[src/design/game_pkg.sv]
package game_pkg;

    localparam int num_digits = 4;
    localparam logic [2:0] win_bulls = 3'd4;

    // xnor feedback, so the all-zero state is a legal start
    localparam logic [15:0] lfsr_seed = 16'h0000;

    typedef logic [3:0] digit_t;

    // d3 is the leftmost digit on the display
    typedef struct packed {
        digit_t d3;
        digit_t d2;
        digit_t d1;
        digit_t d0;
    } guess_t;

    typedef struct packed {
        logic [2:0] a; // right digit, right place
        logic [2:0] b; // right digit, wrong place
    } score_t;

    // entry phases are consecutive, the controller steps through them by +1
    typedef enum logic [2:0] {
        idle   = 3'd0,
        entry0 = 3'd1,
        entry1 = 3'd2,
        entry2 = 3'd3,
        entry3 = 3'd4,
        result = 3'd5
    } phase_e;

endpackage

[src/design/display_pkg.sv]
package display_pkg;

    localparam int scan_period    = 16;  // cycles per digit position
    localparam int flicker_period = 128; // cycles per flicker half period

    typedef logic [6:0] seg_t; // active low, segment a in bit 6

    localparam seg_t seg_0     = 7'b0000001;
    localparam seg_t seg_1     = 7'b1001111;
    localparam seg_t seg_2     = 7'b0010010;
    localparam seg_t seg_3     = 7'b0000110;
    localparam seg_t seg_4     = 7'b1001100;
    localparam seg_t seg_5     = 7'b0100100;
    localparam seg_t seg_6     = 7'b0100000;
    localparam seg_t seg_7     = 7'b0001111;
    localparam seg_t seg_8     = 7'b0000000;
    localparam seg_t seg_9     = 7'b0000100;
    localparam seg_t seg_a     = 7'b0001000;
    localparam seg_t seg_b     = 7'b1100000;
    localparam seg_t seg_blank = 7'b1111111;

    // digit glyphs keep their numeric value so a digit casts straight in
    typedef enum logic [3:0] {
        g0, g1, g2, g3, g4, g5, g6, g7, g8, g9,
        g_a,
        g_b,
        g_blank
    } glyph_e;

    typedef struct packed {
        glyph_e p3; // leftmost
        glyph_e p2;
        glyph_e p1;
        glyph_e p0;
    } disp_frame_t;

endpackage

[src/design/button_conditioner.sv]
`timescale 1ns/1ps

module button_conditioner (
    input  logic clk,
    input  logic rst,
    input  logic btn,
    output logic pulse
);

    localparam int db_len = 4;

    logic [db_len-1:0] sync_sr;
    logic              stable;
    logic              stable_d;

    assign stable = &sync_sr; // high only after db_len samples in a row

    always_ff @(posedge clk) begin
        if (!rst) begin
            sync_sr  <= '0;
            stable_d <= 1'b0;
            pulse    <= 1'b0;
        end else begin
            sync_sr  <= {sync_sr[db_len-2:0], btn};
            stable_d <= stable;
            pulse    <= stable & ~stable_d; // rising edge of the stable level
        end
    end

endmodule

[src/design/secret_generator.sv]
`timescale 1ns/1ps

module secret_generator (
    input  logic            clk,
    input  logic            rst,
    output game_pkg::guess_t candidate
);

    logic [15:0]      lfsr;
    logic             feedback;
    game_pkg::digit_t r3, r2, r1, r0; // raw nibbles folded to 0..9
    game_pkg::digit_t v3, v2, v1, v0; // repaired, all distinct

    function automatic game_pkg::digit_t inc10(input game_pkg::digit_t d);
        return (d == 4'd9) ? 4'd0 : d + 4'd1;
    endfunction

    function automatic logic is_free(input game_pkg::digit_t d,
                                     input game_pkg::digit_t x,
                                     input game_pkg::digit_t y,
                                     input game_pkg::digit_t z);
        return (d != x) && (d != y) && (d != z);
    endfunction

    assign feedback = ~(lfsr[15] ^ lfsr[14] ^ lfsr[12] ^ lfsr[3]);

    always_ff @(posedge clk) begin
        if (!rst) begin
            lfsr <= game_pkg::lfsr_seed;
        end else begin
            lfsr <= {lfsr[14:0], feedback};
        end
    end

    assign r3 = lfsr[15:12] % 4'd10;
    assign r2 = lfsr[11:8] % 4'd10;
    assign r1 = lfsr[7:4] % 4'd10;
    assign r0 = lfsr[3:0] % 4'd10;

    always_comb begin
        v3 = r3;
        v2 = (r2 == v3) ? inc10(v3) : r2;

        // two bumps at most, since only v2 and v3 are taken
        v1 = r1;
        if (v1 == v2 || v1 == v3) v1 = inc10(v1);
        if (v1 == v2 || v1 == v3) v1 = inc10(v1);

        // fixed fill order for the last digit
        if (is_free(r0, v1, v2, v3))          v0 = r0;
        else if (is_free(4'd4, v1, v2, v3))   v0 = 4'd4;
        else if (is_free(4'd2, v1, v2, v3))   v0 = 4'd2;
        else if (is_free(4'd8, v1, v2, v3))   v0 = 4'd8;
        else if (is_free(4'd9, v1, v2, v3))   v0 = 4'd9;
        else if (is_free(4'd1, v1, v2, v3))   v0 = 4'd1;
        else if (is_free(4'd6, v1, v2, v3))   v0 = 4'd6;
        else if (is_free(4'd3, v1, v2, v3))   v0 = 4'd3;
        else if (is_free(4'd7, v1, v2, v3))   v0 = 4'd7;
        else if (is_free(4'd5, v1, v2, v3))   v0 = 4'd5;
        else                                  v0 = 4'd0;
    end

    assign candidate = '{d3: v3, d2: v2, d1: v1, d0: v0};

endmodule

[src/design/guess_scorer.sv]
`timescale 1ns/1ps

module guess_scorer (
    input  game_pkg::guess_t secret,
    input  game_pkg::guess_t guess,
    output game_pkg::score_t score
);

    always_comb begin
        game_pkg::digit_t s [game_pkg::num_digits];
        game_pkg::digit_t g [game_pkg::num_digits];
        logic [2:0]       a_cnt;
        logic [2:0]       b_cnt;
        logic             hit;

        s = '{secret.d0, secret.d1, secret.d2, secret.d3};
        g = '{guess.d0, guess.d1, guess.d2, guess.d3};
        a_cnt = 3'd0;
        b_cnt = 3'd0;
        for (int i = 0; i < game_pkg::num_digits; i++) begin
            if (s[i] == g[i]) a_cnt = a_cnt + 3'd1;
            hit = 1'b0;
            for (int j = 0; j < game_pkg::num_digits; j++) begin
                if (j != i && s[i] == g[j]) hit = 1'b1; // same digit elsewhere
            end
            if (hit) b_cnt = b_cnt + 3'd1;
        end
        score.a = a_cnt;
        score.b = b_cnt;
    end

endmodule

[src/design/game_controller.sv]
`timescale 1ns/1ps

module game_controller (
    input  logic                     clk,
    input  logic                     rst,
    input  logic                     start_pulse,
    input  logic                     enter_pulse,
    input  game_pkg::digit_t         num,
    input  game_pkg::guess_t         candidate,
    input  game_pkg::score_t         score,
    output game_pkg::guess_t         secret,
    output game_pkg::guess_t         guess,
    output display_pkg::disp_frame_t frame
);

    game_pkg::phase_e phase;
    game_pkg::score_t score_q;
    logic             flicker;
    logic [$clog2(display_pkg::flicker_period)-1:0] flick_cnt;

    always_ff @(posedge clk) begin
        if (!rst) begin
            phase   <= game_pkg::idle;
            secret  <= '0;
            guess   <= '0;
            score_q <= '0;
        end else begin
            case (phase)
                game_pkg::idle: begin
                    if (start_pulse) begin
                        secret <= candidate;
                        guess  <= '0;
                        phase  <= game_pkg::entry0;
                    end
                end
                game_pkg::entry0, game_pkg::entry1,
                game_pkg::entry2, game_pkg::entry3: begin
                    if (enter_pulse) begin
                        guess <= '{d3: guess.d2, d2: guess.d1, d1: guess.d0, d0: num};
                        phase <= game_pkg::phase_e'(phase + 3'd1); // entry3 steps to result
                    end
                end
                game_pkg::result: begin
                    score_q <= score; // guess is stable here, lands one cycle in
                    if (enter_pulse) begin
                        if (score.a == game_pkg::win_bulls) begin
                            secret <= '0;
                            phase  <= game_pkg::idle;
                        end else begin
                            guess <= '0;
                            phase <= game_pkg::entry0;
                        end
                    end
                end
                default: phase <= game_pkg::idle;
            endcase
        end
    end

    // flicker for the digit being entered
    always_ff @(posedge clk) begin
        if (!rst) begin
            flick_cnt <= '0;
            flicker   <= 1'b0;
        end else if (flick_cnt == display_pkg::flicker_period - 1) begin
            flick_cnt <= '0;
            flicker   <= ~flicker;
        end else begin
            flick_cnt <= flick_cnt + 1'b1;
        end
    end

    always_comb begin
        case (phase)
            game_pkg::idle: begin
                frame = '{p3: display_pkg::g1, p2: display_pkg::g_a,
                          p1: display_pkg::g2, p0: display_pkg::g_b};
            end
            game_pkg::result: begin
                frame.p3 = display_pkg::glyph_e'({1'b0, score_q.a});
                frame.p2 = display_pkg::g_a;
                frame.p1 = display_pkg::glyph_e'({1'b0, score_q.b});
                frame.p0 = display_pkg::g_b;
            end
            default: begin
                frame.p3 = display_pkg::glyph_e'(guess.d2);
                frame.p2 = display_pkg::glyph_e'(guess.d1);
                frame.p1 = display_pkg::glyph_e'(guess.d0);
                frame.p0 = flicker ? display_pkg::g_blank : display_pkg::glyph_e'(num);
            end
        endcase
    end

endmodule

[src/design/display_scanner.sv]
`timescale 1ns/1ps

module display_scanner (
    input  logic                     clk,
    input  logic                     rst,
    input  display_pkg::disp_frame_t frame,
    output logic [3:0]               an,
    output display_pkg::seg_t        seg
);

    logic [$clog2(display_pkg::scan_period)-1:0] step_cnt;
    logic [1:0]          pos;
    display_pkg::glyph_e glyph;
    display_pkg::seg_t   pattern;

    always_comb begin
        case (pos)
            2'd0:    glyph = frame.p0;
            2'd1:    glyph = frame.p1;
            2'd2:    glyph = frame.p2;
            default: glyph = frame.p3;
        endcase
    end

    always_comb begin
        case (glyph)
            display_pkg::g0:  pattern = display_pkg::seg_0;
            display_pkg::g1:  pattern = display_pkg::seg_1;
            display_pkg::g2:  pattern = display_pkg::seg_2;
            display_pkg::g3:  pattern = display_pkg::seg_3;
            display_pkg::g4:  pattern = display_pkg::seg_4;
            display_pkg::g5:  pattern = display_pkg::seg_5;
            display_pkg::g6:  pattern = display_pkg::seg_6;
            display_pkg::g7:  pattern = display_pkg::seg_7;
            display_pkg::g8:  pattern = display_pkg::seg_8;
            display_pkg::g9:  pattern = display_pkg::seg_9;
            display_pkg::g_a: pattern = display_pkg::seg_a;
            display_pkg::g_b: pattern = display_pkg::seg_b;
            default:          pattern = display_pkg::seg_blank; // blank and bad switch values
        endcase
    end

    always_ff @(posedge clk) begin
        if (!rst) begin
            step_cnt <= '0;
            pos      <= 2'd0;
            an       <= 4'b1111; // all digits dark until the first step
            seg      <= display_pkg::seg_blank;
        end else if (step_cnt == display_pkg::scan_period - 1) begin
            step_cnt <= '0;
            pos      <= pos + 2'd1;
            an       <= ~(4'b0001 << pos);
            seg      <= pattern;
        end else begin
            step_cnt <= step_cnt + 1'b1;
        end
    end

endmodule

[src/design/bulls_cows_top.sv]
`timescale 1ns/1ps

module bulls_cows_top (
    input  logic              clk,
    input  logic              rst,
    input  logic              start_btn,
    input  logic              enter_btn,
    input  game_pkg::digit_t  num,
    output logic [3:0]        an,
    output display_pkg::seg_t seg,
    output game_pkg::guess_t  secret // shown on the leds
);

    logic                     start_pulse;
    logic                     enter_pulse;
    game_pkg::guess_t         candidate;
    game_pkg::guess_t         guess;
    game_pkg::score_t         score;
    display_pkg::disp_frame_t frame;

    button_conditioner u_start_btn (
        .clk   (clk),
        .rst   (rst),
        .btn   (start_btn),
        .pulse (start_pulse)
    );

    button_conditioner u_enter_btn (
        .clk   (clk),
        .rst   (rst),
        .btn   (enter_btn),
        .pulse (enter_pulse)
    );

    secret_generator u_secret_gen (
        .clk       (clk),
        .rst       (rst),
        .candidate (candidate)
    );

    guess_scorer u_scorer (
        .secret (secret),
        .guess  (guess),
        .score  (score)
    );

    game_controller u_ctrl (
        .clk         (clk),
        .rst         (rst),
        .start_pulse (start_pulse),
        .enter_pulse (enter_pulse),
        .num         (num),
        .candidate   (candidate),
        .score       (score),
        .secret      (secret),
        .guess       (guess),
        .frame       (frame)
    );

    display_scanner u_scanner (
        .clk   (clk),
        .rst   (rst),
        .frame (frame),
        .an    (an),
        .seg   (seg)
    );

endmodule

[config.mk]
export PLATFORM = sky130hd
export DESIGN_NAME = bulls_cows_top
export DESIGN_NICKNAME = d
export VERILOG_FILES = /design/src/design/game_pkg.sv /design/src/design/display_pkg.sv /design/src/design/button_conditioner.sv /design/src/design/secret_generator.sv /design/src/design/guess_scorer.sv /design/src/design/game_controller.sv /design/src/design/display_scanner.sv /design/src/design/bulls_cows_top.sv
export SDC_FILE = /design/constraint.sdc
export NUM_CORES = 1
export LEC_CHECK = 0
export BUFFER_PORTS_ARGS = -buffer_cell sky130_fd_sc_hd__buf_2
export CAP_MARGIN = 40
export CORE_MARGIN = 2
export CORE_UTILIZATION = 56
export CTS_CLUSTER_SIZE = 12
export DETAILED_ROUTE_END_ITERATION = 12
export PLACE_DENSITY_LB_ADDON = 0.1
export SLEW_MARGIN = 10
export SYNTH_ARGS = -nofsm -noshare
export SYNTH_HDL_FRONTEND = slang
export SYNTH_SLANG_ARGS = --single-unit
[constraint.sdc]
create_clock -name clk -period 4.88 [get_ports clk]
set_input_delay 0.488 -clock clk [delete_from_list [all_inputs] [get_ports clk]]
set_output_delay 0.488 -clock clk [all_outputs]
set_load 0.01 [all_outputs]
==> metrics.cfg, run 1 <==
[outcome]
status = finished clean

[synthesis]
syn_area_mm2 = 0.00681
synth_edf_count = 0
ys_ff_latch = 94
synth_common_cells = dfxtp_1, xnor2_1, clkbuf_1
ys_top_cells_by_area = dfxtp_1, xnor2_1, ha_1
ys_types = 89
ys_warn_count = 0
yosysMostFrequentCell = dfxtp_1
yosysTopAreaCell = dfxtp_1
synth-main-ff-cell = dfxtp_1
postSynthAreaPerCell_um2 = 8.27
seq_area_frac_synth_pct = 27.6
yosys.area.top_type_share_pct = 27.6
synth_nets = 863
synthArstFlopShare_pct = 0
syn_inst = 823

[grt]
antenna_found_initial = 0
grt_pass1_vias = 5521
grt_max_degree = 61
grt_overflow = 0
grt_use_total_pct = 25.8
grt_pass1_wl_um = 27100

[pwr]
p_comb_share_pct = 11.9
pwr-share-seq_pct = 43.4
cellInternalPower_mw = 1.38
clkPwrFrac_pct = 44.7
power.switching_uw = 432
swShare_pct = 23.9
power.density_mw_per_mm2 = 226
ir_drop_uv = 238
leakagePower_nw = 3.14

[clocking]
cts.sinks = 94
cts_made_buffers = 9
clock_latency_ns = 0.36
cts_tree = built
clkTransAtPathRegs_ns = 0.07
htreeDepth = 3
cts-root-buf = clkbuf_16
clockBufferDepth = 2
cts_hold_buf = 0

[finish]
n_antenna_cell = 0
nFillCells = 981
final-seq-area_mm2 = 0.00189
nNetsFinal = 902
final_cell_area_mm2 = 0.00803
multi_input_area_mm2 = 0.00485
area_growth_syn_to_layout_pct = 18.0
layout-drive-gt1-share_pct = 21.1
final_util_pct = 67.1

[setup_path]
crit_path_end_kind = flop
critPathKind = flop to flop
path_max_fanout = 8
worst_setup_path_start_kind = flop
cp_cell_sequence = inv_4 > ha_4 > a21oi_4 > mux2i_4 > buf_6 > xnor2_2 > nor4_4 > nor3_2 > or3_4 > o21ai_1 > and3_1 > buf_4 > nand3_2 > o2111a_1 > buf_6 > nor3b_4 > o22ai_2 > buf_4 > a31oi_1 > nor3b_4 > a221o_1
cpMaxStageDelayCell = or3_4
critPathRequiredTime_ns = 5.12
max_stage_delay_ns = 0.42
worstPathArrival_ns = 5.02

[sta]
timing.hold.ws_ns = 0.339
min_period_ns = 4.78
setup_viol = 0
tightest_slew_ns = 0.916
setup_tns_ns = 0
max_freq_mhz = 209
finalCritPeriodShare_pct = 98.0
layout_setup_ws_ns = 0.0980
finalHoldViolCount = 0
fin_skew_ns = 0.00947
slew_headroom_pct = 38.9
finalMaxSlewViolations = 0

[detailed_routing]
route.vias.total = 6081
drc = 0
first_iter_violations = 425
wl_per_cell_um = 17.2
ant_nets = 0
dr.pass1.iters = 5
wl_um = 17500
via_per_inst = 6.00

[placement]
io_buffers = 34
gp_congestion = 0.936
hpwl_um = 12600
postPlaceCellArea_mm2 = 0.00730
dpl_worst_slack_ns = -0.0954

[job]
drv_cap = 0

[hold_path]
hold_path.class = input port to flop

[floorplan]
core_mm2 = 0.0120
die_area_mm2 = 0.0131
rows = 40
die_w_um = 114
start_util_pct = 56.9
die_y_um = 114
io-pin-count = 35

stage by stage:
| stage | power (mW) | cells |
|---|---|---|
| finish | 1.81 | 1014 |
| floorplan | 0.957 | 823 |
| global route | 1.88 | 1014 |
| CTS | 1.81 | 1008 |
| global placement | 1.00 | 992 |
| detailed placement | 1.01 | 992 |
flip-flops by register name, indices dropped and copies added (netlist names):
signal and count:
u_ctrl.secret 16, u_ctrl.guess 16, u_enter_btn.stable_d 1, u_scanner.an 4, u_scanner.step_cnt 4, u_ctrl.flicker 1
u_ctrl.score_q 6, u_start_btn.stable_d 1, u_scanner.pos 2, u_enter_btn.pulse 1, u_scanner.seg 7, u_start_btn.pulse 1
u_enter_btn.sync_sr 4, u_ctrl.flick_cnt 7, u_ctrl.phase 3, u_secret_gen.lfsr 16, u_start_btn.sync_sr 4
area by class of cell:
cell class	instances	share of cell area, %
Clock buffer	10	2.98
Clock inverter	6	1.36
Inverter	31	1.48
Multi-Input combinational cell	631	60.4
Sequential cell	94	23.5
Tap cell	147	2.29
Timing Repair Buffer	95	7.96
cell families after synthesis:
group           after synthesis  synth area share [%]
fa+ha+maj                    32                  5.88
mux                          11                  1.87
xor+xnor                    104                  14.2
simple gates                294                  23.8
flops                        94                  27.6
compound gates              190                  20.9
buf+inv                      98                  5.74
path summary, 6_finish.rpt:
path	startpoint	to	slack [ns]	depth (start not counted)
max	u_secret_gen.lfsr[14]	u_ctrl.secret[3]	0.1	21
min	start_btn	u_start_btn.sync_sr[0]	0.34	2
max reg2reg	u_secret_gen.lfsr[14]	u_ctrl.secret[3]	0.1	21
min reg2reg	u_start_btn.stable_d	u_start_btn.pulse	0.38	1
cell usage in the layout, fill, tap and decap left out, drive strengths merged, types with 5 or more instances in the layout:
cell type	n
nor3b	5
a21oi	25
clkbuf	10
nand2	52
o21a	5
o31ai	8
xor2	17
o21ai	40
dfxtp	94
nor2	39
nand2b	20
a32oi	5
a221oi	5
o311ai	5
o22ai	6
buf	95
ha	32
nor3	15
mux2i	7
a22oi	13
nand3	43
and2	47
a21boi	18
o211ai	8
nor4	8
inv	31
nand4	22
nor2b	18
and3	11
xnor2	87
a31oi	9
critical path, delay by kind of cell, from the launching register on:
| family | cells | cell delay [ns] |
|---|---|---|
| xor gates and xnor gates | 1 | 0.08 |
| adders and majority gates | 1 | 0.18 |
| and+or+nand+nor | 7 | 1.48 |
| muxes | 1 | 0.39 |
| buffers and inverters | 5 | 0.75 |
| DFF | 1 | 0.38 |
| AOI/OAI and AO/OA | 6 | 1.38 |
metal layers:
metal  vias up  global-route usage [%]  routed length [um]  share of wire, %
li1       2985                       -                   -                 -
met1      2891                    35.4                8160                47
met2       172                    40.7                8070                46
met3        33                    5.35                 908               5.2
met4         0                    8.29                 338               1.9
met5         -                       0                   0                 0
power groups by stage:
stage	logic [mW]	registers (mW)	clock network, mW
finish	0.216	0.787	0.809
global route	0.237	0.788	0.856
CTS	0.207	0.788	0.818
detailed placement	0.205	0.805	0
global placement	0.198	0.804	0
floorplan	0.156	0.801	0
timing repair:
action	in CTS	in global routing
pin swaps	1	25
resized for setup	6	55
setup endpoints to repair	4	4
buffers inserted	0	6
(Power assumes the default switching activity.)
==> run 2, diff against run 1 <==
--- a/config.mk
+++ b/config.mk
@@ -5,7 +5,7 @@
 export SDC_FILE = /design/constraint.sdc
 export NUM_CORES = 1
 export LEC_CHECK = 0
-export BUFFER_PORTS_ARGS = -buffer_cell sky130_fd_sc_hd__buf_2
+export BUFFER_PORTS_ARGS = -buffer_cell sky130_fd_sc_hd__clkbuf_2
 export CAP_MARGIN = 40
 export CORE_MARGIN = 2
 export CORE_UTILIZATION = 56
==> metrics.cfg, run 2 (synthesis results as in run 1) <==
[finish]
top_regs = u_ctrl.guess: 16 flops, u_ctrl.secret: 16 flops, u_secret_gen.lfsr: 16 flops
area_growth_syn_to_layout_pct = 17.1
n_antenna_cell = 0  ; unchanged
final_cell_mix = dfxtp_1, xnor2_1, buf_4
final_cell_area_mm2 = 0.00797  ; -0.73%
final_common_cell = dfxtp_1
nFillCells = 1004  ; +2.3%
nNetsFinal = 906  ; +0.44%
layout-drive-gt1-share_pct = 20.9  ; -0.21 points
fin_cells = 1018  ; +0.39%

[detailed_routing]
ant_nets = 0  ; unchanged
wl_um = 17400  ; -0.37%
first_iter_violations = 542  ; +28%
wl_per_cell_um = 17.1  ; -0.76%
via_per_inst = 6.07  ; +1.2%
route.vias.total = 6181  ; +1.6%
dr.pass1.iters = 5  ; unchanged
drc = 0  ; unchanged

[grt]
grt_overflow = 0  ; unchanged
grt_max_degree = 53  ; -13%
antenna_found_initial = 0  ; unchanged
grt_pass1_wl_um = 27600  ; +1.8%
grt_pass1_vias = 5605  ; +1.5%
grt_use_total_pct = 26.3  ; +0.51 points

[setup_path]
cpMaxStageDelayCell = or3_4
cp_cell_sequence = inv_2 > ha_4 > a21oi_4 > mux2i_4 > buf_6 > xor2_4 > buf_4 > nor3_2 > o21ai_1 > or3_4 > o31ai_4 > o2111a_2 > nand3_1 > o2111a_1 > buf_4 > a311oi_2 > o22ai_2 > xor2_1 > o41ai_4 > buf_4 > a32oi_1 > o31ai_1
critPathRequiredTime_ns = 5.14  ; +0.02 ns
crit_path_frequent_cell = buf_4
critPathKind = flop to flop
worst_setup_path_start_kind = flop
crit_path_end_kind = flop
worstPathArrival_ns = 5.05  ; +0.03 ns
max_stage_delay_ns = 0.43  ; about the same
path_max_fanout = 8  ; unchanged

[sta]
setup_viol = 0  ; unchanged
tightest_slew_ns = 0.933  ; +0.0176 ns
min_period_ns = 4.80  ; +0.0149 ns
rsz0062_at_grt = yes
slew_headroom_pct = 37.8  ; -1.2 points
finalCritPeriodShare_pct = 98.3  ; +0.31 points
finalMaxSlewViolations = 0  ; unchanged
max_freq_mhz = 208  ; -0.31%
layout_setup_ws_ns = 0.0830  ; -0.0149 ns
fin_skew_ns = 0.00723  ; -0.00224 ns
finalHoldViolCount = 0  ; unchanged

[placement]
io_buffers = 34  ; unchanged
hpwl_um = 12600  ; -0.13%
postPlaceCellArea_mm2 = 0.00730  ; unchanged
placed_cells = 992  ; unchanged
dpl_worst_slack_ns = -0.146  ; -0.0505 ns
gp_congestion = 0.926  ; -1.1%

[pwr]
power.density_mw_per_mm2 = 222  ; -1.5%
ir_drop_uv = 275  ; +16%
leakagePower_nw = 3.13  ; -0.24%

[floorplan]
rows = 40  ; unchanged
die_w_um = 114  ; unchanged
die_area_mm2 = 0.0131  ; unchanged
start_util_pct = 56.9  ; unchanged
io-pin-count = 35  ; unchanged
die_y_um = 114  ; unchanged
core_mm2 = 0.0120  ; unchanged

[clocking]
cts.sinks = 94  ; unchanged
cts_tree = built
clock_latency_ns = 0.35  ; about the same
clockBufferDepth = 2  ; unchanged
clkTransAtPathRegs_ns = 0.06  ; about the same
cts-root-buf = clkbuf_16
htreeDepth = 3  ; unchanged
cts_made_buffers = 9  ; unchanged

[job]
drv_cap = 0  ; unchanged

[outcome]
status = finished clean

[hold_path]
hold_path.class = input port to flop

## run 2: stage by stage
| step | util (%) | power, mW | setup TNS (ns) | hold slack, ns |
|---|---|---|---|---|
| detailed placement | 61.0 | 1.01 | -0.490 | 0.377 |
| CTS | 64.5 | 1.78 | 0 | 0.334 |
| finish | 66.6 | 1.77 | 0 | 0.345 |
| global route | 66.6 | 1.84 | -0.502 | 0.340 |
| floorplan | - | 0.957 | 0 | 0.367 |
| global placement | 61.0 | 1.00 | 0 | 0.372 |
## run 2: final cells by class
type                       instances  area (um^2)  share of cell area, %
sequential                        94         1890                   23.7
timing repair buffer              99          666                   8.35
clock buffer                      10          239                   3.00
inverter                          31          116                   1.46
tap                              147          184                   2.31
multi-input combinational        631         4790                   60.1
clock inverter                     6         91.3                   1.15
## run 2: per-layer routing
metal | global-route usage, % | vias up | part of all wire, %
met5 | 0 | - | 0
met1 | 37.1 | 2971 | 48
met4 | 7.64 | 0 | 1.6
li1 | - | 3009 | -
met3 | 4.61 | 20 | 4.3
met2 | 41.3 | 181 | 46
## run 2: final timing paths
kind	start	end	slack, ns	depth (start not counted)
setup / recovery	u_secret_gen.lfsr[14]	u_ctrl.secret[0]	0.08	22
hold / removal	start_btn	u_start_btn.sync_sr[0]	0.35	2
setup reg to reg	u_secret_gen.lfsr[14]	u_ctrl.secret[0]	0.08	22
hold reg to reg	u_enter_btn.stable_d	u_enter_btn.pulse	0.38	1
## run 2: worst max-delay path: cells and delay by family (launching register included)
family,cells,cell delay [ns]
AOI/OAI and AO/OA,10,2.06
muxes,1,0.35
and+or+nand+nor,3,0.66
xor gates and xnor gates,2,0.31
DFF,1,0.38
buffers and inverters,5,0.75
adders and majority gates,1,0.18
## run 2: repair_timing
| action | in CTS | in global routing |
|---|---|---|
| buffers inserted | 2 | 8 |
| hold buffers | 0 | 0 |
| pin swaps | 4 | 19 |
| endpoints found under the setup margin | 4 | 4 |
| gates resized for setup | 15 | 35 |
## run 2: power by group
group          internal [mW]  total [mW]  switching, mW  leakage (nW)
combinational         0.0895       0.215          0.126          2.20
clock                  0.467       0.769          0.302         0.164
sequential             0.777       0.787         0.0106         0.762
==> run 3, diff against run 2 <==
--- a/config.mk
+++ b/config.mk
@@ -5,6 +5,7 @@
 export SDC_FILE = /design/constraint.sdc
 export NUM_CORES = 1
 export LEC_CHECK = 0
+export ABC_AREA = 1
 export BUFFER_PORTS_ARGS = -buffer_cell sky130_fd_sc_hd__clkbuf_2
 export CAP_MARGIN = 40
 export CORE_MARGIN = 2
==> metrics.cfg, run 3 <==
[clocking]
cts_hold_buf = 0  ; unchanged
clockBufferDepth = 2  ; unchanged
post_cts_buffers = 0  ; -2
cts_resized = 0  ; -15
cts_made_buffers = 9  ; unchanged
clock_latency_ns = 0.35  ; about the same
cts.sinks = 94  ; unchanged
htreeDepth = 3  ; unchanged
cts_tree = built
clkTransAtPathRegs_ns = 0.07  ; about the same
cts-root-buf = clkbuf_16

[grt]
antenna_found_initial = 0  ; unchanged
grt_use_total_pct = 24.5  ; -1.8 points
grt_pass1_vias = 5267  ; -6.0%
grt_pass1_wl_um = 25200  ; -8.7%
grt_max_degree = 42  ; -21%
grt_overflow = 0  ; unchanged

[sta]
max_freq_mhz = 253  ; +21%
finalHoldViolCount = 0  ; unchanged
layout_setup_ws_ns = 0.930  ; +0.847 ns
slew_headroom_pct = 48.4  ; +11 points
min_period_ns = 3.95  ; -0.847 ns
tightest_slew_ns = 0.773  ; -0.160 ns
finalCritPeriodShare_pct = 80.9  ; -17 points
setup_viol = 0  ; unchanged
setup_tns_ns = 0  ; unchanged
fin_skew_ns = 0.00855  ; +0.00132 ns
rsz0062_at_grt = no
finalMaxSlewViolations = 0  ; unchanged
timing.hold.ws_ns = 0.315  ; -0.0301 ns

[setup_path]
max_stage_delay_ns = 0.38  ; -0.05 ns
crit_path_frequent_cell = nand2_1
crit_path_end_kind = flop
path_max_fanout = 11  ; +3
critPathKind = flop to flop
worst_setup_path_start_kind = flop
critPathRequiredTime_ns = 5.10  ; -0.04 ns
worstPathArrival_ns = 4.17  ; -0.88 ns
cpMaxStageDelayCell = dfxtp_1

[synthesis]
synthMuxAreaShare_pct = 0.154  ; -1.7 points
yosysTopAreaCell = dfxtp_1
ys_types = 52  ; -42%
synth-main-ff-cell = dfxtp_1
ys_warn_count = 0  ; unchanged
synth_compound_area_share_pct = 10.6  ; -10 points
ys_top_cells_by_area = dfxtp_1, nand2_1, inv_1
syn_area_mm2 = 0.00648  ; -4.8%
synth-adder-area-share_pct = 6.18  ; +0.29 points
synth_top_family_by_area = simple AND/OR/NAND/NOR gates
synth_edf_count = 0  ; unchanged
synthArstFlopShare_pct = 0  ; unchanged
synth-xor-area-share_pct = 10.5  ; -3.6 points
synthSimpleGateAreaFrac_pct = 32.7  ; +8.9 points
syn_inst = 975  ; +18%
yosys.area.top_type_share_pct = 29.0  ; +1.4 points
postSynthAreaPerCell_um2 = 6.65  ; -20%
synth_common_cells = nand2_1, inv_1, dfxtp_1
seq_area_frac_synth_pct = 29.0  ; +1.4 points
synth_nets = 1015  ; +18%
ys_ff_latch = 94  ; unchanged
yosysMostFrequentCell = nand2_1

[floorplan]
rows = 39  ; -2.5%
start_util_pct = 57.0  ; +0.11 points
io-pin-count = 35  ; unchanged
core_mm2 = 0.0114  ; -4.9%
die_w_um = 112  ; -2.3%
die_area_mm2 = 0.0125  ; -4.6%
die_y_um = 112  ; -2.3%

[finish]
final_cell_mix = nand2_1, inv_1, dfxtp_1
final_util_pct = 61.1  ; -5.5 points
top_regs = u_ctrl.guess: 16 flops, u_ctrl.secret: 16 flops, u_secret_gen.lfsr: 16 flops
area_growth_syn_to_layout_pct = 7.20
n_antenna_cell = 0  ; unchanged
final_common_cell = nand2_1
nNetsFinal = 1014  ; +12%
final_cell_area_mm2 = 0.00695  ; -13%
fin_cells = 1122  ; +10%
layout-drive-gt1-share_pct = 11.0  ; -9.9 points

[hold_path]
hold_path.class = input port to flop

[placement]
postPlaceCellArea_mm2 = 0.00666  ; -8.8%
dpl_worst_slack_ns = 0.965  ; +1.11 ns
gp_congestion = 0.908  ; -2.0%
placed_cells = 1106  ; +11%
hpwl_um = 10900  ; -13%
io_buffers = 34  ; unchanged

[pwr]
power.density_mw_per_mm2 = 370  ; +67%
fin_total_pwr_mw = 2.57  ; +45%
ir_drop_uv = 247  ; -10%
leakagePower_nw = 3.36  ; +7.5%

[detailed_routing]
route.vias.total = 5840  ; -5.5%
wl_per_cell_um = 13.2  ; -23%
drc = 0  ; unchanged
via_per_inst = 5.20  ; -14%
ant_nets = 0  ; unchanged
wl_um = 14800  ; -15%
dr.pass1.iters = 5  ; unchanged
first_iter_violations = 432  ; -20%

[job]
drv_cap = 0  ; unchanged

[outcome]
status = finished clean

## run 3: cell types whose count changed in the layout (fill, tap and decap cells not counted), sizes merged, moves of 22 or more
cell,delta
inv,+101
buf,-62
a21oi,+28
nand3,+44
xnor2,-43
and2,-46
nor2,+22
nand2,+226
## run 3: per-layer routing
metal  wire length (um)  global-route usage (%)  vias to the layer above  share of wire, %
met3                565                    3.38                       22               3.8
met4                291                    9.30                        0               2.0
met2               6390                    37.9                      109                43
met1               7550                    34.9                     2622                51
li1                   -                       -                     3087                 -
met5                  0                       0                        -                 0
## run 3: logic make-up (layout without fill, tap and decap cells)
kind of cell	after synthesis	after routing
mux	1	1
compound gates	119	119
fa+ha+maj	32	32
flops	94	94
simple gates	468	468
xor+xnor	78	78
buf+inv	183	187
## run 3: layout make-up
type	count	area, um^2
fill	1095	4420
multi-input combinational	698	3900
sequential	94	1880
inverter	134	503
clock buffer	10	239
timing repair buffer	37	193
tap	143	179
clock inverter	6	51.3
## run 3: worst max-delay path, delay by kind of cell (launching register included)
kind / cells / cell delay [ns]
AOI/OAI and AO/OA: 1 / 0.06
buffers and inverters: 5 / 0.56
adders and majority gates: 2 / 0.43
DFF: 1 / 0.38
xor gates and xnor gates: 1 / 0.17
and+or+nand+nor: 21 / 2.19
## run 3: report_power, final
| part | total, mW | switching [mW] | internal, mW |
|---|---|---|---|
| clock network | 0.686 | 0.319 | 0.368 |
| logic | 0.996 | 0.647 | 0.348 |
| registers | 0.891 | 0.0803 | 0.810 |
| total | 2.57 | 1.05 | 1.53 |
## run 3: path summary, 6_finish.rpt
path / endpoint / slack, ns / cells after the start / startpoint
worst max register to register: u_ctrl.secret[0] / 0.93 / 30 / u_secret_gen.lfsr[14]
worst max-delay path: u_ctrl.secret[0] / 0.93 / 30 / u_secret_gen.lfsr[14]
worst min-delay path: u_start_btn.sync_sr[0] / 0.32 / 3 / start_btn
worst min register to register: u_enter_btn.pulse / 0.39 / 1 / u_enter_btn.stable_d
